[src/include/lsu_defs.svh]
`ifndef LSU_DEFS_SVH
`define LSU_DEFS_SVH

// data path width in bits
`define LSU_XLEN 64

// core-local timer registers, byte addresses
`define LSU_MTIME_ADDR    32'h0200_BFF8
`define LSU_MTIMECMP_ADDR 32'h0200_4000

// trap vector layout
`define LSU_TRAP_LEN              8
`define LSU_TRAP_LOAD_MISALIGNED  4
`define LSU_TRAP_STORE_MISALIGNED 6

// data RAM depth in 64-bit words
`define LSU_DMEM_WORDS 256

`endif
[src/hdl/lsu_pkg.sv]
`default_nettype none

`include "lsu_defs.svh"

package lsu_pkg;

  // one register-wide data word
  typedef logic [`LSU_XLEN-1:0] xlen_t;

  // byte address, only the low 32 bits are decoded
  typedef logic [31:0] addr_t;

  typedef logic [4:0] reg_idx_t;  // rd index

  // one bit per trap cause
  typedef logic [`LSU_TRAP_LEN-1:0] trap_t;

  // memory opcode handed down from execute
  typedef enum logic [3:0] {
    memop_none = 4'd0,
    memop_lb   = 4'd1,
    memop_lbu  = 4'd2,
    memop_lh   = 4'd3,
    memop_lhu  = 4'd4,
    memop_lw   = 4'd5,
    memop_lwu  = 4'd6,
    memop_ld   = 4'd7,
    memop_sb   = 4'd8,
    memop_sh   = 4'd9,
    memop_sw   = 4'd10,
    memop_sd   = 4'd11
  } memop_e;

endpackage

`default_nettype wire

[src/hdl/clint_timer.sv]
`timescale 1ns/1ps
`default_nettype none

`include "lsu_defs.svh"

module clint_timer (
  input  logic           clk_i,
  input  logic           arst_n_i,
  input  lsu_pkg::addr_t addr_i,
  input  logic           sel_i,
  input  logic           we_i,
  input  lsu_pkg::xlen_t wdata_i,
  output lsu_pkg::xlen_t rdata_o,
  output logic           timer_irq_o
);

  lsu_pkg::xlen_t mtime_q, mtimecmp_q;
  logic is_mtime, is_cmp;
  logic irq_q;

  assign is_mtime = (addr_i == `LSU_MTIME_ADDR);
  assign is_cmp   = (addr_i == `LSU_MTIMECMP_ADDR);

  always_ff @(posedge clk_i or negedge arst_n_i) begin
    if (!arst_n_i) begin
      mtime_q    <= '0;
      mtimecmp_q <= '0;
      irq_q      <= 1'b0;
    end else begin
      if (sel_i && we_i && is_mtime) begin
        mtime_q <= wdata_i;  // a write wins over the tick
      end else begin
        mtime_q <= mtime_q + 1'b1;
      end
      if (sel_i && we_i && is_cmp) begin
        mtimecmp_q <= wdata_i;
      end
      irq_q <= (mtime_q >= mtimecmp_q);
    end
  end

  // anything not mtimecmp reads as mtime
  assign rdata_o = is_cmp ? mtimecmp_q : mtime_q;

  assign timer_irq_o = irq_q;

endmodule

`default_nettype wire

[config.mk]
export PLATFORM = sky130hd
export DESIGN_NAME = clint_timer
export DESIGN_NICKNAME = d
export VERILOG_FILES = /design/src/hdl/lsu_pkg.sv /design/src/hdl/clint_timer.sv
export VERILOG_INCLUDE_DIRS = /design/src /design/src/include
export SDC_FILE = /design/constraint.sdc
export NUM_CORES = 1
export LEC_CHECK = 0
export BUFFER_PORTS_ARGS = -buffer_cell sky130_fd_sc_hd__clkbuf_2
export CAP_MARGIN = 20
export CORE_UTILIZATION = 25
export CTS_CLUSTER_SIZE = 40
export DETAILED_ROUTE_END_ITERATION = 8
export SYNTH_ARGS = -nofsm -noshare
export SYNTH_HDL_FRONTEND = slang
export SYNTH_SLANG_ARGS = --single-unit
[constraint.sdc]
create_clock -name clk_i -period 3.8 [get_ports clk_i]
set_clock_uncertainty 0.2 [all_clocks]
set_input_delay 0.95 -clock clk_i [delete_from_list [all_inputs] [get_ports clk_i]]
set_output_delay 0.95 -clock clk_i [all_outputs]
set_load 0.02 [all_outputs]
After elaboration in Yosys (flattened, before gate mapping)
Index checks and enable logic that the tools add are counted.
- add/sub/neg operators: 1
- $lt $le $gt $ge: 1
- equal/unequal tests: 2
- multiplexer cells: 2
- reductions and logical operators: 3
- operators with widths (cell ; number):
    2-to-1 mux 64 bit ; 2
    adder 64 x 1 -> 64 bit, second input constant ; 1
    equality test 32 x 26 -> 1 bit, second input constant ; 2
    >= comparator 64 bit ; 1
    logical AND 1 bit ; 3
- register bits: 129
- input port bits: 100
- output and inout bits: 65
- word-level logic and storage cells: 12

Longest topological paths before layout
Gate-level depths: netlist of the first run.
- depth in word-level cells: 3
- gate-level depth with buffers: 8
- mapped depth without buffers: 8

Least setup slack after synthesis of the first run
Ideal clock, no wire load.
- path type: input-to-output
- start: in addr_i[7]
- end: out rdata_o[10]
- arrival: 2.706 ns
- path slack: -0.056 ns
- stages: 7
- buffers on the path: 2
- cell sequence: or4_1 > nor3_2 > nand4_1 > nor2b_1 > clkbuf_1 > buf_2 > mux2_2
- longest elaborated chain between the ends: 2
- RTL lines (item ; RTL line ; RTL):
    from (decl) ; clint_timer.sv:9 ; input lsu_pkg::addr_t addr_i,
    equality test 32 x 26 -> 1 bit (no source line) ; n/a ;
    2-to-1 mux 64 bit ; clint_timer.sv:43 ; assign rdata_o = is_cmp ? mtimecmp_q : mtime_q;
    to (decl) ; clint_timer.sv:13 ; output lsu_pkg::xlen_t rdata_o,
Every way passes these cells.

Worst setup path in the final report of the first run
- start: in addr_i[7]
- end: out rdata_o[27]
Same word-level chain as after synthesis.

==> qor.yml, run 1 <==
sta:
  worst_pin_slew_ps: 860
  finalSetupViolCount: 64
  setup_slack_ps: -248
  fin_tns_setup_ps: -11780
  slew_violations: 0
  slew-limit-headroom: 0.427
  hold_violations: 0
  period_minus_slack_ps: 4050
  fmax_mhz: 247
  min_period_over_period: 1.07
  rsz0062_at_grt: "yes"
clock_network:
  clk_latency_ps: 420
  clk_path_buf_depth: 2
  clockRootBuffer: "clkbuf_16"
  cts_tree: "yes"
  cts_sinks: 129
  numCtsBuffers: 17
  cts_htree_levels: 4
  clk_pin_slew_ps: 50
placed_design:
  place.gp.congestion: 0.810
  placed_area_sq_um: 10300
  place_inst: 1518
  hpwl_um: 19400
  dp_slack_ps: -315
  numPortBuffers: 164
logic_synthesis:
  syn_avg_cell_area_sq_um: 9.71
  synth_fp_nets: 1065
  synth-edff-count: 0
  async_flop_share: 1.00
  ys_ff_latch: 129
  yosysSeqAreaShare: 0.369
  synth_flop_cell: "dfrtp_1"
  netlist_area_sq_um: 8740
  yosys_warnings: 0
  syn_inst: 900
  yosys.cell_types.count: 44
grt:
  antenna_found_initial: 1
  grt_pass1_wl_um: 41600
  grt.overflow.total: 0
  track_usage: 0.150
  first_global_vias: 7482
  grt_max_degree: 61
finish:
  final_util: 0.336
  antenna_cells: 0
  layout_common_cells: "dfrtp_1, clkbuf_2, mux2_4"
  drive_gt1_frac: 0.348
  layout_commonest_cell: "dfrtp_1"
  fin_area_sq_um: 11600
  num-nets-final: 1263
  finalNonFillerCells: 1562
  syn_to_final_growth_pct: 32.5
route:
  detail-route-antenna-nets: 0
  vias: 7392
  wl_per_cell_um: 17.3
  drt_first_pass_iters: 4
  drt_iter0_drc: 363
  drc: 0
  drt-total-wl_um: 27000
  avgViaCountPerCell: 4.73
power_and_ir_drop:
  power_density_nw_per_um2: 255
  ir_drop_mv: 0.201
  p_seq_frac: 0.466
  p_switching_uw: 681
  combPwrFrac: 0.038
  cellLeakagePower_uw: 0.00545
  p_int_uw: 2270
  clockPowerShare: 0.496
  switching_share: 0.231
floorplan:
  io_pins: 165
  start_util: 0.254
  die_h_um: 189
  core-area_sq_um: 34500
  rows: 68
  fp.dieArea_sq_um: 35700
  chipWidth_um: 189
worst_setup_path:
  cp_data_arrival_time_ps: 2900
  start_kind: "primary input"
  worstPathMaxFanout: 6
  required_ps: 2650
  end_kind: "output port"
  r2r_setup_slack_ps: 910
  critical_path_class: "primary input to output port"
outcome:
  run_status: "finished, violations left"
  violations: "setup timing"
hold_path:
  hp-class: "register to register"
run:
  max_cap_violations: 0
-- worst paths after layout --
| check | startpoint | to | cells after the start |
|---|---|---|---|
| max | addr_i[7] | rdata_o[27] | 9 |
| min | mtime_q[0] | mtime_q[0] | 1 |
| max reg2reg | mtime_q[30] | timer_irq_o | 8 |
| min reg2reg | mtime_q[0] | mtime_q[0] | 1 |
| max in group asynchronous | arst_n_i | timer_irq_o | 2 |
| min in group asynchronous | arst_n_i | mtimecmp_q[45] | 1 |
-- synthesized netlist by cell type, types with 2 or more instances --
cell / number / area (sq um)
mux2_2: 51 / 574
xor2_1: 16 / 140
nand4_1: 32 / 200
a31oi_1: 6 / 37.5
nand2_1: 55 / 206
buf_2: 6 / 30.0
o21ai_0: 33 / 165
a2111oi_0: 2 / 17.5
a21oi_1: 77 / 385
or4_4: 2 / 22.5
inv_1: 83 / 312
buf_6: 6 / 67.6
mux2i_1: 2 / 20.0
nor4_2: 2 / 25.0
nor2_1: 83 / 312
a21o_1: 10 / 75.1
or3_1: 9 / 56.3
nand4_4: 2 / 42.5
dfrtp_1: 129 / 3230
nand3_1: 29 / 145
nor3_1: 19 / 95.1
nor3_2: 3 / 30.0
nand3b_1: 2 / 15.0
xnor2_1: 37 / 324
nor4_1: 26 / 163
and3_1: 6 / 37.5
clkbuf_1: 21 / 78.8
a211oi_1: 2 / 15.0
nor2b_1: 2 / 12.5
o211ai_1: 3 / 22.5
nand3_2: 3 / 30.0
or4_1: 6 / 45.0
mux2_4: 59 / 886
ha_1: 65 / 813
a211o_1: 2 / 17.5
-- worst max-delay path, stage by stage --
cell	delay (ps)
buf_6	90
or4_4	530
nor3_2	110
nand4_1	170
nor2b_4	190
buf_6	170
clkbuf_16	170
mux2_2	340
clkbuf_2	160
-- registers in the layout (all words and copies together), names as in the netlist --
| register | cells |
|---|---|
| mtime_q | 64 |
| timer_irq_o | 1 |
| mtimecmp_q | 64 |
-- area by class of cell --
class / count / area [sq um]
clock inverter: 6 / 37.5
timing repair buffer: 212 / 1750
tap: 455 / 569
inverter: 83 / 312
fill: 3488 / 22900
sequential: 129 / 3230
multi-input combinational: 655 / 5220
clock buffer: 22 / 464
-- stage by stage --
stage / power [uW] / hold slack (ps)
after floorplan: 1410 / 267
after global placement: 1510 / 298
after detailed placement: 1510 / 296
after CTS: 3000 / 302
after global routing: 3060 / 347
final: 2950 / 302
-- routing by layer --
| layer | wire length, um | vias up | share of wire | global-route usage |
|---|---|---|---|---|
| li1 | - | 3596 | - | - |
| met1 | 12800 | 3577 | 0.47 | 0.201 |
| met2 | 12600 | 178 | 0.47 | 0.241 |
| met3 | 1120 | 39 | 0.041 | 0.0298 |
| met4 | 531 | 2 | 0.020 | 0.0493 |
| met5 | 13 | - | 0.00048 | 0 |
-- cells by family (layout without fill, tap and decap cells) --
kind of cell / Yosys count / after routing / share of synthesized area
AO/OA/AOI/OAI: 139 / 139 / 0.0883
flip-flops: 129 / 129 / 0.369
buffers and inverters: 116 / 323 / 0.0558
adder cells (fa/ha/maj): 65 / 65 / 0.0930
multiplexers: 112 / 112 / 0.169
AND/OR/NAND/NOR: 286 / 286 / 0.171
XOR/XNOR: 53 / 53 / 0.0531
-- repair_timing --
| action | 4_1_cts | 5_1_grt |
|---|---|---|
| pin swaps | 1 | 1 |
| gates cloned | 2 | 6 |
| hold buffers | 0 | 0 |
| setup buffers | 4 | 4 |
| resized for setup | 35 | 164 |
| endpoints found under the setup margin | 64 | 64 |
-- power by group through the flow --
| stage | Sequential, uW | Combinational [uW] | Clock, uW |
|---|---|---|---|
| 6_report | 1370 | 112 | 1460 |
| 2_1_floorplan | 1400 | 6.37 | 0 |
| 3_5_place_dp | 1400 | 113 | 0 |
| 4_1_cts | 1370 | 115 | 1510 |
| 3_3_place_gp | 1400 | 111 | 0 |
| 5_1_grt | 1370 | 125 | 1560 |
Note: power is estimated with default switching activity, not from simulation.
==> run 2, diff against run 1 <==
--- a/config.mk
+++ b/config.mk
@@ -8,9 +8,10 @@
 export LEC_CHECK = 0
 export BUFFER_PORTS_ARGS = -buffer_cell sky130_fd_sc_hd__clkbuf_2
 export CAP_MARGIN = 20
-export CORE_UTILIZATION = 25
-export CTS_CLUSTER_SIZE = 40
+export CORE_UTILIZATION = 51
+export CTS_CLUSTER_SIZE = 16
 export DETAILED_ROUTE_END_ITERATION = 8
+export PLACE_DENSITY = 0.77
 export SYNTH_ARGS = -nofsm -noshare
 export SYNTH_HDL_FRONTEND = slang
 export SYNTH_SLANG_ARGS = --single-unit
==> run 2 against run 1 <==
  * The flow still finishes with violations (setup timing)
  * Via count up 0.41%
  * Cell area fell by 6.9%
  * Non-clock buffer count fell by 12
  * Cell count is 16% lower
  * Largest power group unchanged
==> qor.yml, run 2 (synthesis results as in run 1) <==
grt:
  busiest_layer: "met2"
  grt_pass1_wl_um: 36400
  grt_max_degree: 58
  use_met3: 0.0452
  first_global_vias: 7211
  antenna_found_initial: 0
  track_usage: 0.259
  use_met2: 0.433
  met1_usage: 0.346
  grt.overflow.total: 0
finish:
  fin_area_sq_um: 10800
  drive_gt1_frac: 0.335
  layout_common_cells: "clkbuf_2, dfrtp_1, inv_1, nor2_1, a21oi_1"
  num-nets-final: 1251
  register_area_sq_um: 3230
  layout_commonest_cell: "clkbuf_2"
  antenna_cells: 0
  multi_input_area_sq_um: 5100
  syn_to_final_growth_pct: 23.3
  fillers: 1332
sta:
  holdWs_ps: 306
  rsz0062_at_grt: "yes"
  fin_tns_setup_ps: -11220
  hold_violations: 0
  period_minus_slack_ps: 4030
  slew_violations: 0
  slew-limit-headroom: 0.505
  setup_slack_ps: -229
  finalSetupViolCount: 63
  worst_pin_slew_ps: 735
  min_period_over_period: 1.06
  fmax_mhz: 248
clock_network:
  cts_tree: "yes"
  clk_pin_slew_ps: 50
  clk_path_buf_depth: 2
  clockRootBuffer: "clkbuf_16"
  numCtsBuffers: 17
  cts_htree_levels: 4
  cts_sinks: 129
  clk_latency_ps: 420
  cts_hold_buf: 0
worst_setup_path:
  cp_data_arrival_time_ps: 2880
  reg2reg_depth: 7
  critPathMaxStageDelay_ps: 520
  start_kind: "primary input"
  required_ps: 2650
  r2r_end: "timer_irq_o"
  critical_path_class: "primary input to output port"
  worstPathMaxFanout: 17
  cpMostUsedCell: "buf_12"
  r2r_start: "mtime_q[39]"
  r2r_setup_slack_ps: 970
  crit_chain: "buf_6 > or4_4 > nor3_2 > nand4_1 > nor2b_4 > buf_12 > buf_12 > mux2_2 > clkbuf_2"
  end_kind: "output port"
  crit_path_top_delay_cell: "or4_4"
floorplan:
  rows: 47
  io_pins: 165
  fp.dieArea_sq_um: 17700
  start_util: 0.525
  chipWidth_um: 133
  core-area_sq_um: 16600
  die_h_um: 133
power_and_ir_drop:
  cellLeakagePower_uw: 0.00530
  power_density_nw_per_um2: 279
  ir_drop_mv: 0.313
run:
  max_cap_violations: 0
hold_path:
  hp-class: "register to register"
  holdPathEnd: "mtime_q[0]"
  hp-start: "mtime_q[0]"
  min_path_cells: 1
route:
  wl_per_cell_um: 17.5
  drt_iter0_drc: 586
  drc: 0
  detail-route-antenna-nets: 0
  avgViaCountPerCell: 5.64
  drt_first_pass_iters: 5
  vias: 7422
  drt-total-wl_um: 23100
outcome:
  violations: "setup timing"
  run_status: "finished, violations left"
placed_design:
  dp_slack_ps: -203
  hpwl_um: 16100
  place.gp.congestion: 0.834
  numPortBuffers: 164
  placed_area_sq_um: 9890
run 2: cell count changes in the layout (fill, tap and decap cells not counted), moves of 3 or more:
| cell | before | now |
|---|---|---|
| buf_6 | 43 | 18 |
| mux2_2 | 24 | 49 |
| mux2_4 | 86 | 61 |
| buf_2 | 2 | 15 |
| clkbuf_2 | 118 | 130 |
| buf_12 | 11 | 5 |
| nand2_1 | 47 | 51 |
| nand2_2 | 8 | 4 |
| o21ai_1 | 1 | 5 |
| clkbuf_16 | 22 | 19 |
run 2: repair_timing:
| action | in CTS | in global routing |
|---|---|---|
| gates cloned | 0 | 2 |
| setup endpoints to repair | 62 | 64 |
| buffers inserted | 0 | 12 |
| resized for setup | 3 | 102 |
| pin swaps | 0 | 1 |
run 2: report_power, final:
part	total (uW)	leakage (uW)	internal [uW]	switching (uW)
logic	108	0.00325	45.5	62.6
registers	1370	0.00178	1370	0.000185
clock network	1530	0.000266	939	590
run 2: layout make-up:
class	instances	area share
clock buffer	24	0.0447
inverter	83	0.0289
sequential	129	0.299
multi-input combinational	655	0.473
clock inverter	6	0.00534
timing repair buffer	200	0.123
tap	220	0.0255
run 2: worst max-delay path by stage:
stage	from	to	slack, ps	cells past startpoint
final	addr_i[7]	rdata_o[4]	-230	9
after global routing	addr_i[7]	rdata_o[4]	-290	9
after CTS	addr_i[7]	rdata_o[4]	-200	8
after detailed placement	addr_i[7]	rdata_o[4]	-200	8
after global placement	addr_i[7]	rdata_o[28]	-170	8
after floorplan	addr_i[7]	rdata_o[54]	30	7
run 2: per-layer routing:
metal / vias to the layer above / part of all wire
met3: 40 / 0.046
met1: 3587 / 0.45
met4: 0 / 0.022
li1: 3572 / -
met5: - / 0
met2: 223 / 0.48
run 2: per-stage QoR:
stage / power [uW] / utilization / std cells
after floorplan: 1410 / - / 900
after global placement: 1510 / 0.594 / 1273
after detailed placement: 1510 / 0.594 / 1273
after CTS: 3020 / 0.627 / 1303
after global routing: 3090 / 0.648 / 1317
final: 3010 / 0.648 / 1317
run 2: critical path: cells and delay by family:
| family | cells | cell delay (ps) |
|---|---|---|
| AND/OR/NAND/NOR | 4 | 970 |
| buffers and inverters | 4 | 580 |
| multiplexers | 1 | 360 |
