## config.mk

```make
export PLATFORM = sky130hd
export DESIGN_NAME = mem_wb_reg
export DESIGN_NICKNAME = d
export VERILOG_FILES = /design/src/hdl/lsu_pkg.sv /design/src/hdl/mem_wb_reg.sv
export VERILOG_INCLUDE_DIRS = /design/src /design/src/include
export SDC_FILE = /design/constraint.sdc
export NUM_CORES = 1
export LEC_CHECK = 0
export ABC_AREA = 0
export BUFFER_PORTS_ARGS = -buffer_cell sky130_fd_sc_hd__clkbuf_2
export CELL_PAD_IN_SITES_DETAIL_PLACEMENT = 0
export CELL_PAD_IN_SITES_GLOBAL_PLACEMENT = 1
export CORE_UTILIZATION = 32
export CTS_CLUSTER_SIZE = 28
export DETAILED_ROUTE_END_ITERATION = 6
export GPL_ROUTABILITY_DRIVEN = 0
export HOLD_SLACK_MARGIN = 0.15
export PLACE_DENSITY_LB_ADDON = 0.1
export SLEW_MARGIN = 20
export SYNTH_ARGS = -nofsm -noshare
export SYNTH_HDL_FRONTEND = slang
export SYNTH_SLANG_ARGS = --single-unit
```

## constraint.sdc

```tcl
create_clock -name clk_i -period 0.8 [get_ports clk_i]
set_input_delay 0.16 -clock clk_i [delete_from_list [all_inputs] [get_ports clk_i]]
set_output_delay 0.16 -clock clk_i [all_outputs]
set_load 0.01 [all_outputs]
```

## src/include/lsu_defs.svh

```systemverilog
`ifndef LSU_DEFS_SVH
`define LSU_DEFS_SVH

// data path width in bits
`define LSU_XLEN 64

// core-local timer registers, byte addresses
`define LSU_MTIME_ADDR    32'h0200_BFF8
`define LSU_MTIMECMP_ADDR 32'h0200_4000

// trap vector layout
`define LSU_TRAP_LEN              8
`define LSU_TRAP_LOAD_MISALIGNED  4
`define LSU_TRAP_STORE_MISALIGNED 6

// data RAM depth in 64-bit words
`define LSU_DMEM_WORDS 256

`endif
```

## src/hdl/lsu_pkg.sv

```systemverilog
`default_nettype none

`include "lsu_defs.svh"

package lsu_pkg;

  // one register-wide data word
  typedef logic [`LSU_XLEN-1:0] xlen_t;

  // byte address, only the low 32 bits are decoded
  typedef logic [31:0] addr_t;

  typedef logic [4:0] reg_idx_t;  // rd index

  // one bit per trap cause
  typedef logic [`LSU_TRAP_LEN-1:0] trap_t;

  // memory opcode handed down from execute
  typedef enum logic [3:0] {
    memop_none = 4'd0,
    memop_lb   = 4'd1,
    memop_lbu  = 4'd2,
    memop_lh   = 4'd3,
    memop_lhu  = 4'd4,
    memop_lw   = 4'd5,
    memop_lwu  = 4'd6,
    memop_ld   = 4'd7,
    memop_sb   = 4'd8,
    memop_sh   = 4'd9,
    memop_sw   = 4'd10,
    memop_sd   = 4'd11
  } memop_e;

endpackage

`default_nettype wire

```

## src/hdl/mem_wb_reg.sv

```systemverilog
`timescale 1ns/1ps
`default_nettype none

module mem_wb_reg (
  input  logic              clk_i,
  input  logic              arst_n_i,
  input  logic              valid_i,
  input  lsu_pkg::reg_idx_t rd_i,
  input  lsu_pkg::xlen_t    result_i,
  input  lsu_pkg::trap_t    trap_i,
  input  logic              stall_i,
  output logic              valid_o,
  output lsu_pkg::reg_idx_t rd_o,
  output lsu_pkg::xlen_t    result_o,
  output lsu_pkg::trap_t    trap_o
);

  // bubble while the memory stage waits on the RAM
  always_ff @(posedge clk_i or negedge arst_n_i) begin
    if (!arst_n_i) begin
      valid_o <= 1'b0;
    end else begin
      valid_o <= valid_i & ~stall_i;
    end
  end

  always_ff @(posedge clk_i) begin
    if (!stall_i) begin
      rd_o     <= rd_i;
      result_o <= result_i;
      trap_o   <= trap_i;
    end
  end

endmodule

`default_nettype wire

```

# After elaboration in Yosys (flattened, before gate mapping)
# Index checks and enable logic that the tools add are counted.
# totals
register_bits	78
inputBits	81
out_inout_bits	78
wordCells	6
# classes
bitwise_logic	2
# ops
op	count
$and 1x1->1	1
$not 1->1	1

# Logic depth before layout (Yosys ltp)
# Gate-level depths: netlist of the first run.
# logic_depth
word_depth	2
ltp_mapped	1
mapped_depth_nobuf	1

# Worst setup path before layout of the first run
# No wires, ideal clock.
# synth_path
kind	input to register
start	input port stall_i
end	register rd_o[0], enable pin
setup_time_ps	431
arrival_time_ps	1652
required_time_ps	369
path_slack_ps	-1283
stages	1
path_buffers	0
path_cell_list	inv_1
# synth_rtl
element	line_no	source
from (decl)	mem_wb_reg.sv:11	input logic stall_i,
to (signal assigned)	mem_wb_reg.sv:29	rd_o <= rd_i;
to (decl)	mem_wb_reg.sv:13	output lsu_pkg::reg_idx_t rd_o,
# No word-level cell between the ends.

# Final worst setup path of the first run
# layout_path
start	register result_o[0]
end	output port result_o[0]
# layout_rtl
element	line_no	source
from (decl)	mem_wb_reg.sv:14	output lsu_pkg::xlen_t result_o,
from (signal assigned)	mem_wb_reg.sv:30	result_o <= result_i;
# No word-level cell between the ends.

==> results of run 1 <==
## cells by family (layout without fill, tap and decap cells)
family        Yosys count  in the layout  share of synthesized area, %
buf+inv                 1            259                        0.1598
flops                  78             78                         99.57
simple gates            1              1                        0.2667
## worst max path at each step
stage                            from                endpoint  cells past startpoint
2_1_floorplan                 stall_i       rd_o[0]$_DFFE_PN_                      1
3_3_place_gp                  stall_i  result_o[45]$_DFFE_PN_                      3
3_5_place_dp                  stall_i  result_o[32]$_DFFE_PN_                      3
4_1_cts        result_o[12]$_DFFE_PN_            result_o[12]                      1
5_1_grt        result_o[12]$_DFFE_PN_            result_o[12]                      1
6_report        result_o[0]$_DFFE_PN_             result_o[0]                      1
## metrics by stage
step	util, %	power [µW]
6_report	62.36	9038
3_3_place_gp	47.77	5782
3_5_place_dp	47.77	5787
4_1_cts	62.36	9153
5_1_grt	62.36	9417
2_1_floorplan	-	5258
## report_power, final
group          switching [µW]  internal, µW
Sequential               79.8          4840
Clock                    1310          1720
Combinational             469           615
Total                    1860          7180
## area by class of cell
class | instances | area [µm²] | area share, %
Clock buffer | 10 | 127.6 | 2.947
Clock inverter | 5 | 75.07 | 1.734
Inverter | 1 | 7.507 | 0.1734
Multi-Input combinational cell | 1 | 6.256 | 0.1445
Sequential cell | 78 | 2337 | 53.97
Tap cell | 96 | 120.1 | 2.774
Timing Repair Buffer | 243 | 1657 | 38.25
## sequential cells by signal, summed over array words and instances, names as in the netlist
name / cells
rd_o: 5
result_o: 64
trap_o: 8
valid_o: 1
## Yosys cell counts
| master | n | area [µm²] |
|---|---|---|
| inv_1 | 1 | 3.750 |
| nor2b_1 | 1 | 6.260 |
| edfxtp_1 | 77 | 2312 |
| dfrtp_1 | 1 | 25.02 |
## cell usage in the layout (no fill, tap or decap)
cell             n
buf_12           2
buf_2            2
buf_4            2
bufinv_16        2
clkbuf_1         1
clkbuf_2       156
clkbuf_8         9
clkinv_2         3
clkinvlp_4       1
dfrtp_1          1
dlygate4sd3_1   81
edfxtp_1        77
nor2b_1          1
## layer usage
metal | global-route usage (%) | vias up
met5 | 0 | -
met4 | 7.154 | 0
met3 | 6.221 | 12
met1 | 14.21 | 751
met2 | 25.71 | 111
li1 | - | 828
## what timing repair did
| action | 4_1_cts | 5_1_grt |
|---|---|---|
| gates resized for setup | 0 | 2 |
| hold endpoints to repair | 79 | 0 |
| pin swaps | 0 | 0 |
| setup endpoints to repair | 78 | 78 |
| hold buffers | 81 | 0 |
==> key figures, run 1 <==
Status
  – Status: complete, but fails checks
  – Failing checks: setup timing

STA
  – Final count of hold timing violations: 0
  – Post-route clock period utilization: 128.9%
  – Slew Viols, Final: 0
  – RSZ-0062 raised after global routing: yes
  – Setup TNS Final: -15250 ps
  – Final setup violation count: 78
  – Slew margin rel.: 89.14%
  – Tmin final: 1031 ps
  – Fmax: 0.9698 GHz
  – Final worst slack: -231.2 ps
  – Hold slack: 225.0 ps
  – Worst slew pin tran: 162.9 ps

Layout
  – Final Non-Filler Cells: 434
  – ANT cells: 0
  – Share of layout cells above drive strength 1: 52.37%
  – Synth-to-Final Area Change: 84.49%
  – Fill count: 509
  – Fin nets: 415
  – Design area: 4330 µm²

Critical path
  – CP peak stage delay: 390 ps
  – CP startpoint kind: flop
  – Critical path's slowest cell: edfxtp_1
  – CP cell instances: clkbuf_2
  – Crit path max fanout: 1
  – Cell family with most CP delay: flip-flops
  – Crit Path Category: reg -> out
  – Critical Path RT: 640 ps
  – Crit path buffers/inverters: 1
  – Crit. End Element: output port
  – Critical path arrival: 870 ps

Pwr
  – Power per cell area: 2087 nW/µm²
  – Worst vdd ir: 0.001055 V
  – Pleak: 0.001898 µW

GRT
  – Largest net degree at the start of global routing: 31
  – Initial antenna violation count: 0
  – GR Overflow Total: 0
  – First-pass GRT wire length: 7838 µm
  – Total GRT Usage: 14.37%
  – Vias in the first global route: 1766

Placed design
  – DP HPWL: 3277 µm
  – Post-DP Area: 3317 µm²
  – Inst Count DP: 338
  – Place WS: -151.3 ps
  – Port bufs: 158

Route
  – Wirelength per Cell: 12.41 µm
  – Via count: 1702
  – Top layer in use: met4
  – Pre-antenna DRT Iters: 4
  – Wire length on met1: 2001 µm
  – Vias per cell: 3.922
  – Routed wl met3: 525 µm
  – Starting DRC count in detailed routing: 60
  – Residual DRC: 0
  – Met2 Wirelength: 2762 µm
  – Final wirelength: 5388 µm
  – Post-DRT Antenna Nets: 0

Logic synthesis
  – Mapped Cells: 80
  – Post-synthesis sequential element count: 78
  – Synth warn: 0
  – Post-Syn Area: 2347 µm²
  – Register area share after synthesis: 99.57%
  – Mean Syn Cell Area: 29.34 µm²
  – Netlist cell types: 4
  – Mapped Nets: 161

Clock tree
  – Clock Sink Count: 78
  – Post-CTS Setup Bufs: 0
  – CTS tree: yes
  – Total clock buffers created by CTS: 9
  – CTS Buffer Depth: 2
  – H-tree levels: 3
  – CTS root buffer: clkbuf_8
  – CTS clk-pin slew, worst paths: 80 ps

Floorplanning
  – # rows: 30
  – Die height: 87.65 µm
  – Die width: 87.65 µm
  – Ports: 159
  – Initial Util: 33.80%
  – Die ar.: 7682 µm²
  – Core ar.: 6944 µm²

Worst hold path
  – Cells on Worst Hold Path: 2
  – WHS Endpoint: result_o[10]$_DFFE_PN_
  – Tightest Hold Check Type: in -> reg
  – Min-delay src: stall_i

Flow run
  – Max_cap viols: 0
Note: power is estimated with default switching activity, not from simulation.
==> run 2, diff against run 1 <==
--- a/config.mk
+++ b/config.mk
@@ -6,7 +6,7 @@
 export SDC_FILE = /design/constraint.sdc
 export NUM_CORES = 1
 export LEC_CHECK = 0
-export ABC_AREA = 0
+export ABC_AREA = 1
 export BUFFER_PORTS_ARGS = -buffer_cell sky130_fd_sc_hd__clkbuf_2
 export CELL_PAD_IN_SITES_DETAIL_PLACEMENT = 0
 export CELL_PAD_IN_SITES_GLOBAL_PLACEMENT = 1
==> run 2 against run 1 <==
Against the previous run: die area up 0.16%; clock-buffer cell count is 1 lower; synthesized cell count up 1.3%; via count increased by 1.8%; global-route usage fell by 0.52 points; largest power group unchanged; final cell count up 0.23%; highest routed layer unchanged; the run still ends with setup timing left; combinational power about the same; critical path depth stayed put; flip-flop and latch count unchanged; setup slack worse by 3.3 ps; hold slack improved by 190 ps.
==> key figures, run 2 <==
Clock tree
  – Total clock buffers created by CTS: 9 (unchanged)
  – CTS clk-pin slew, worst paths: 70 ps (was 80 ps)
  – CTS tree: yes (unchanged)
  – CTS Buffer Depth: 2 (unchanged)
  – CTS root buffer: clkbuf_8 (unchanged)
  – Post-CTS Setup Bufs: 0 (unchanged)
  – H-tree levels: 3 (unchanged)
  – Clock Sink Count: 78 (unchanged)

GRT
  – GR Overflow Total: 0 (unchanged)
  – First-pass GRT wire length: 7659 µm (was 7838 µm)
  – Vias in the first global route: 1733 (was 1766)
  – Total GRT Usage: 13.85% (was 14.37%)
  – Initial antenna violation count: 0 (unchanged)
  – Largest net degree at the start of global routing: 41 (was 31)

Critical path
  – Crit path buffers/inverters: 1 (unchanged)
  – Critical Path RT: 640 ps (about the same)
  – Crit. End Element: output port (unchanged)
  – Critical path's slowest cell: edfxtp_1 (unchanged)
  – Critical path arrival: 870 ps (about the same)
  – CP peak stage delay: 390 ps (about the same)
  – CP startpoint kind: flop (unchanged)
  – Cell family with most CP delay: flip-flops (unchanged)
  – CP cell instances: clkbuf_2 (unchanged)
  – Crit Path Category: reg -> out (unchanged)
  – Crit path max fanout: 1 (unchanged)

Layout
  – Share of layout cells above drive strength 1: 52.51% (was 52.37%)
  – Biggest regs: result_o: 64 flops, trap_o: 8 flops, rd_o: 5 flops (unchanged)
  – Synth-to-Final Area Change: 83.45% (was 84.49%)
  – Most frequent cells in the layout: 155 x clkbuf_2, 81 x dlygate4sd3_1, 77 x edfxtp_1 (was 156 x clkbuf_2, 81 x dlygate4sd3_1, 77 x edfxtp_1)
  – Final Non-Filler Cells: 435 (was 434)
  – Design area: 4313 µm² (was 4330 µm²)
  – Fin nets: 415 (unchanged)
  – Most common cell after layout, fill and taps aside: clkbuf_2 (unchanged)
  – ANT cells: 0 (unchanged)
  – Largest register by flop count: result_o (unchanged)
  – Max reg flops: 64 (unchanged)

Route
  – Starting DRC count in detailed routing: 47 (was 60)
  – Final wirelength: 5441 µm (was 5388 µm)
  – Wirelength per Cell: 12.51 µm (was 12.41 µm)
  – Residual DRC: 0 (unchanged)
  – Via count: 1733 (was 1702)
  – Post-DRT Antenna Nets: 0 (unchanged)
  – Vias per cell: 3.984 (was 3.922)
  – Pre-antenna DRT Iters: 4 (unchanged)

Flow run
  – Max_cap viols: 0 (unchanged)

Logic synthesis
  – XOR/XNOR Fraction of Synth Area: 0% (unchanged)
  – Mapped Cells: 81 (was 80)
  – Mean Syn Cell Area: 29.02 µm² (was 29.34 µm²)
  – Synth warn: 0 (unchanged)
  – Largest family of logic cells by synthesized area: buffers and inverters (was simple AND/OR/NAND/NOR gates)
  – Adder-Cell Fraction of Synth Area: 0% (unchanged)
  – Mapped Nets: 162 (was 161)
  – Top_reg_cell synth: edfxtp_1 (unchanged)
  – Netlist cell types: 4 (unchanged)
  – Asr flop ratio synth: 1.282% (unchanged)
  – EDFF count, synth: 77 (unchanged)
  – Post-Syn Area: 2351 µm² (was 2347 µm²)
  – Share of the synthesized area in the top cell type: 98.35% (was 98.51%)
  – Multiplexer share of the synthesized area: 0% (unchanged)
  – Post-synthesis sequential element count: 78 (unchanged)
  – Most numerous cell in the Yosys netlist: edfxtp_1 (unchanged)
  – Top cells by count, synth: 77 x edfxtp_1, 2 x inv_1, 1 x dfrtp_1, 1 x nor2_2 (was 77 x edfxtp_1, 1 x dfrtp_1, 1 x inv_1, 1 x nor2b_1)
  – Area contributors post-synth: edfxtp_1 98%, dfrtp_1 1.1%, inv_1 0.32% (was edfxtp_1 99%, dfrtp_1 1.1%, nor2b_1 0.27%)
  – Post-synth top area cell: edfxtp_1 (unchanged)
  – Register area share after synthesis: 99.41% (was 99.57%)
  – Post-synthesis compound-gate area fraction: 0% (unchanged)
  – Post-Synth Simple-Gate Area: 0.2661% (was 0.2665%)

STA
  – Setup TNS Final: -15200 ps (was -15250 ps)
  – Final worst slack: -234.5 ps (was -231.2 ps)
  – Slew margin rel.: 85.39% (was 89.14%)
  – Final setup violation count: 78 (unchanged)
  – Post-route clock period utilization: 129.3% (was 128.9%)
  – Final count of hold timing violations: 0 (unchanged)
  – Slew Viols, Final: 0 (unchanged)
  – Hold slack: 412.9 ps (was 225.0 ps)
  – Worst slew pin tran: 219.2 ps (was 162.9 ps)
  – Tmin final: 1034 ps (was 1031 ps)
  – RSZ-0062 raised after global routing: yes (unchanged)
  – Fmax: 0.9667 GHz (was 0.9698 GHz)

Pwr
  – Power share of the clock group: 31.6% (was 33.5%)
  – Power per cell area: 2035 nW/µm² (was 2087 nW/µm²)
  – Pleak: 0.001888 µW (was 0.001898 µW)
  – Worst vdd ir: 0.001043 V (was 0.001055 V)
  – Sequential share of power: 56.1% (was 54.5%)
  – Switching Fraction: 21.68% (was 20.53%)
  – Combinational power share: 12.4% (was 12.0%)
  – Internal Pwr Total: 6873 µW (was 7182 µW)
  – Psw: 1902 µW (was 1856 µW)

Floorplanning
  – Ports: 159 (unchanged)
  – # rows: 30 (unchanged)
  – Core ar.: 6944 µm² (unchanged)
  – Die height: 87.72 µm (was 87.65 µm)
  – Die width: 87.72 µm (was 87.65 µm)
  – Die ar.: 7694 µm² (was 7682 µm²)
  – Initial Util: 33.86% (was 33.80%)

Placed design
  – Place WS: -147.4 ps (was -151.3 ps)
  – Port bufs: 158 (unchanged)
  – Post-DP Area: 3313 µm² (was 3317 µm²)
  – Inst Count DP: 338 (unchanged)

Worst hold path
  – Tightest Hold Check Type: in -> reg (unchanged)
  – WHS Endpoint: result_o[61]$_DFFE_PN_ (was result_o[10]$_DFFE_PN_)
  – Cells on Worst Hold Path: 3 (was 2)
  – Min-delay src: stall_i (unchanged)

Status
  – Failing checks: setup timing (unchanged)
  – Status: complete, but fails checks (unchanged)
-- run 2: cell types whose count changed in the layout (fill, tap and decap cells not counted) --
cell | previous run | this run
clkbuf_1 | 1 | 0
clkinv_1 | 0 | 1
buf_2 | 2 | 3
nor2b_1 | 1 | 0
clkinv_4 | 0 | 1
buf_4 | 2 | 1
inv_1 | 0 | 1
bufinv_16 | 2 | 1
clkinvlp_4 | 1 | 2
nor2_2 | 0 | 1
clkbuf_2 | 156 | 155
-- run 2: layer usage --
layer  routed length [µm]  vias to the layer above  GRT usage, %
met1                 1952                      790         13.40
met5                    0                        -             0
li1                     -                      829             -
met4                  206                        0         9.538
met2                 2871                       95         24.31
met3                  410                       19         5.278
-- run 2: final cells by class --
class                           instances  area, µm²
Fill cell                             527       2631
Tap cell                               96      120.1
Sequential cell                        78       2337
Inverter                                2      11.26
Clock buffer                            9      123.9
Timing Repair Buffer                  242       1649
Multi-Input combinational cell          1      6.256
Clock inverter                          7      65.06
-- run 2: cells by family after synthesis --
logic type / after synthesis
buffers and inverters: 2
flip-flops: 78
AND/OR/NAND/NOR: 1
-- run 2: power groups by stage --
stage | logic [µW] | registers (µW) | clock network, µW
5_1_grt | 1170 | 4950 | 3030
3_3_place_gp | 772 | 5000 | 0
4_1_cts | 1090 | 4920 | 2880
3_5_place_dp | 777 | 5010 | 0
2_1_floorplan | 57.1 | 5200 | 0
6_report | 1080 | 4920 | 2770
-- run 2: how the worst max path moves through the flow --
stage	from	to	slack [ps]	depth (start not counted)
4_1_cts	result_o[61]$_DFFE_PN_	result_o[61]	-260	1
5_1_grt	result_o[24]$_DFFE_PN_	result_o[24]	-280	1
3_5_place_dp	stall_i	trap_o[7]$_DFFE_PN_	-150	3
2_1_floorplan	stall_i	rd_o[0]$_DFFE_PN_	-830	1
6_report	result_o[24]$_DFFE_PN_	result_o[24]	-230	1
3_3_place_gp	stall_i	trap_o[2]$_DFFE_PN_	-150	3
-- run 2: through the flow --
step	util [%]	total power, µW
finish	62.11	8775
global placement	47.71	5777
floorplan	-	5259
global route	62.11	9149
detailed placement	47.71	5792
CTS	62.11	8892
-- run 2: repair_timing --
item | 4_1_cts | 5_1_grt
hold buffers | 81 | 0
endpoints found under the hold margin | 79 | 0
resized for setup | 0 | 3
setup endpoints to repair | 78 | 78
==> run 3, diff against run 2 <==
==> constraint.sdc (replaced) <==
create_clock -name clk_i -period 0.8 [get_ports clk_i]
set_input_delay 0.24 -clock clk_i [delete_from_list [all_inputs] [get_ports clk_i]]
set_output_delay 0.24 -clock clk_i [all_outputs]
set_load 0.01 [all_outputs]
==> run 3 against run 2 <==
Against the previous run: the flow still finishes with violations (setup timing); sequential share of layout area about the same; critical path depth unchanged; die area unchanged; combinational power about the same; core utilization increased by 0.054 points; final cell count decreased by 0.46%; clock power increased by 14%; clock-buffer cell count increased by 1; fmax decreased by 8.0%; via count decreased by 0.69%; first-iteration DRC count decreased by 43%; sequential power about the same; critical endpoint is now result_o[56].
==> key figures, run 3 (same netlist as run 2, synthesis figures left out) <==
Status
  – Status: complete, but fails checks (unchanged)
  – Failing checks: setup timing (unchanged)

Clock tree
  – Clock Sink Count: 78 (unchanged)
  – CTS tree: yes (unchanged)
  – CTS clk-pin slew, worst paths: 80 ps (was 70 ps)
  – CTS Buffer Depth: 2 (unchanged)
  – Post-CTS Setup Bufs: 0 (unchanged)
  – H-tree levels: 3 (unchanged)
  – CTS root buffer: clkbuf_8 (unchanged)
  – Total clock buffers created by CTS: 9 (unchanged)

Critical path
  – Critical path's slowest cell: edfxtp_1 (unchanged)
  – Crit path max fanout: 1 (unchanged)
  – Crit path from: result_o[56]$_DFFE_PN_ (was result_o[24]$_DFFE_PN_)
  – Cell family with most CP delay: flip-flops (unchanged)
  – Crit. End Element: output port (unchanged)
  – CP startpoint kind: flop (unchanged)
  – Crit Path Category: reg -> out (unchanged)
  – Crit path buffers/inverters: 1 (unchanged)
  – Critical path arrival: 880 ps (was 870 ps)
  – CP cell instances: clkbuf_2 (unchanged)
  – WP depth: 1 (unchanged)
  – CP peak stage delay: 400 ps (was 390 ps)
  – Critical Path RT: 560 ps (was 640 ps)

Pwr
  – Pleak: 0.001887 µW (was 0.001888 µW)
  – Worst vdd ir: 0.0009913 V (was 0.001043 V)
  – Power per cell area: 2121 nW/µm² (was 2035 nW/µm²)

Route
  – Starting DRC count in detailed routing: 27 (was 47)
  – Final wirelength: 5550 µm (was 5441 µm)
  – Via count: 1721 (was 1733)
  – Residual DRC: 0 (unchanged)
  – Wirelength per Cell: 12.82 µm (was 12.51 µm)
  – Vias per cell: 3.975 (was 3.984)
  – Post-DRT Antenna Nets: 0 (unchanged)
  – Pre-antenna DRT Iters: 4 (unchanged)

Layout
  – Max reg flops: 64 (unchanged)
  – Final Non-Filler Cells: 433 (was 435)
  – Largest register by flop count: result_o (unchanged)
  – ANT cells: 0 (unchanged)
  – Most common cell after layout, fill and taps aside: clkbuf_2 (unchanged)
  – Biggest regs: result_o: 64 flops, trap_o: 8 flops, rd_o: 5 flops (unchanged)
  – Fin nets: 413 (was 415)
  – Most frequent cells in the layout: 151 x clkbuf_2, 79 x dlygate4sd3_1, 77 x edfxtp_1 (was 155 x clkbuf_2, 81 x dlygate4sd3_1, 77 x edfxtp_1)
  – Share of layout cells above drive strength 1: 52.52% (was 52.51%)
  – Synth-to-Final Area Change: 83.61% (was 83.45%)

STA
  – Final setup violation count: 78 (unchanged)
  – Slew Viols, Final: 0 (unchanged)
  – RSZ-0062 raised after global routing: yes (unchanged)
  – Final count of hold timing violations: 0 (unchanged)
  – Slew margin rel.: 85.86% (was 85.39%)
  – Worst slew pin tran: 212.0 ps (was 219.2 ps)
  – Final worst slack: -324.0 ps (was -234.5 ps)
  – Post-route clock period utilization: 140.5% (was 129.3%)
  – Setup TNS Final: -21860 ps (was -15200 ps)
  – Fmax: 0.8896 GHz (was 0.9667 GHz)
  – Tmin final: 1124 ps (was 1034 ps)

Floorplanning
  – Die ar.: 7694 µm² (unchanged)
  – Die height: 87.72 µm (unchanged)
  – Die width: 87.72 µm (unchanged)
  – Ports: 159 (unchanged)
  – # rows: 30 (unchanged)
  – Core ar.: 6944 µm² (unchanged)
  – Initial Util: 33.86% (unchanged)

GRT
  – Vias in the first global route: 1790 (was 1733)
  – GR Overflow Total: 0 (unchanged)
  – Largest net degree at the start of global routing: 41 (unchanged)
  – First-pass GRT wire length: 8086 µm (was 7659 µm)
  – Total GRT Usage: 14.81% (was 13.85%)
  – Initial antenna violation count: 0 (unchanged)

Placed design
  – Port bufs: 158 (unchanged)
  – Inst Count DP: 338 (unchanged)
  – Place WS: -228.8 ps (was -147.4 ps)
  – DP HPWL: 3485 µm

Flow run
  – Max_cap viols: 0 (unchanged)

Worst hold path
  – Tightest Hold Check Type: in -> async (was in -> reg)
## run 3: cell count changes in the layout (fill, tap and decap cells not counted), sizes merged
cell	before	now
buf	6	10
clkbuf	164	161
clkinv	5	2
inv	1	2
dlygate4sd3	81	79
bufinv	1	2
## run 3: what timing repair did
item	CTS	global route
resized for setup	0	7
hold buffers	79	0
setup endpoints to repair	78	78
endpoints found under the hold margin	79	0
## run 3: area by class of cell
class	count	area (µm²)
inverters	2	11.26
repair buffers	240	1629
well taps	96	120.1
flip-flops and latches	78	2337
multi-input cells	1	6.256
clock buffers	10	127.6
clock inverters	6	85.08
fillers	545	2628
## run 3: path summary, 6_finish.rpt
| path | endpoint | slack, ps |
|---|---|---|
| worst max-delay path | result_o[56] | -320 |
| worst min-delay path | valid_o$_DFF_PN0_ | 200 |
| max in group asynchronous | valid_o$_DFF_PN0_ | 520 |
| min in group clk_i | valid_o$_DFF_PN0_ | 200 |
## run 3: where the power goes
part | total, µW | internal [µW] | switching [µW]
sequential | 4920 | 4840 | 79.6
combinational | 1080 | 607 | 475
clock | 3150 | 1750 | 1400
total | 9160 | 7200 | 1950
## run 3: metrics by stage
stage / cell area [µm²] / hold slack [ps] / power [µW] / utilization, %
floorplan: 2355 / -55.59 / 5259 / -
global placement: 3313 / 16.96 / 5777 / 47.71
detailed placement: 3313 / 18.40 / 5795 / 47.71
CTS: 4317 / 171.0 / 9236 / 62.16
global route: 4317 / 188.6 / 9529 / 62.16
finish: 4317 / 196.8 / 9156 / 62.16
## run 3: layer usage
layer	wire length, µm	track usage [%]	up-vias	part of all wire (%)
met5	0	0	-	0
met4	204	10.28	0	3.7
met3	438	5.372	18	7.9
met2	2926	25.72	91	53
met1	1980	14.72	788	36
li1	-	-	824	-
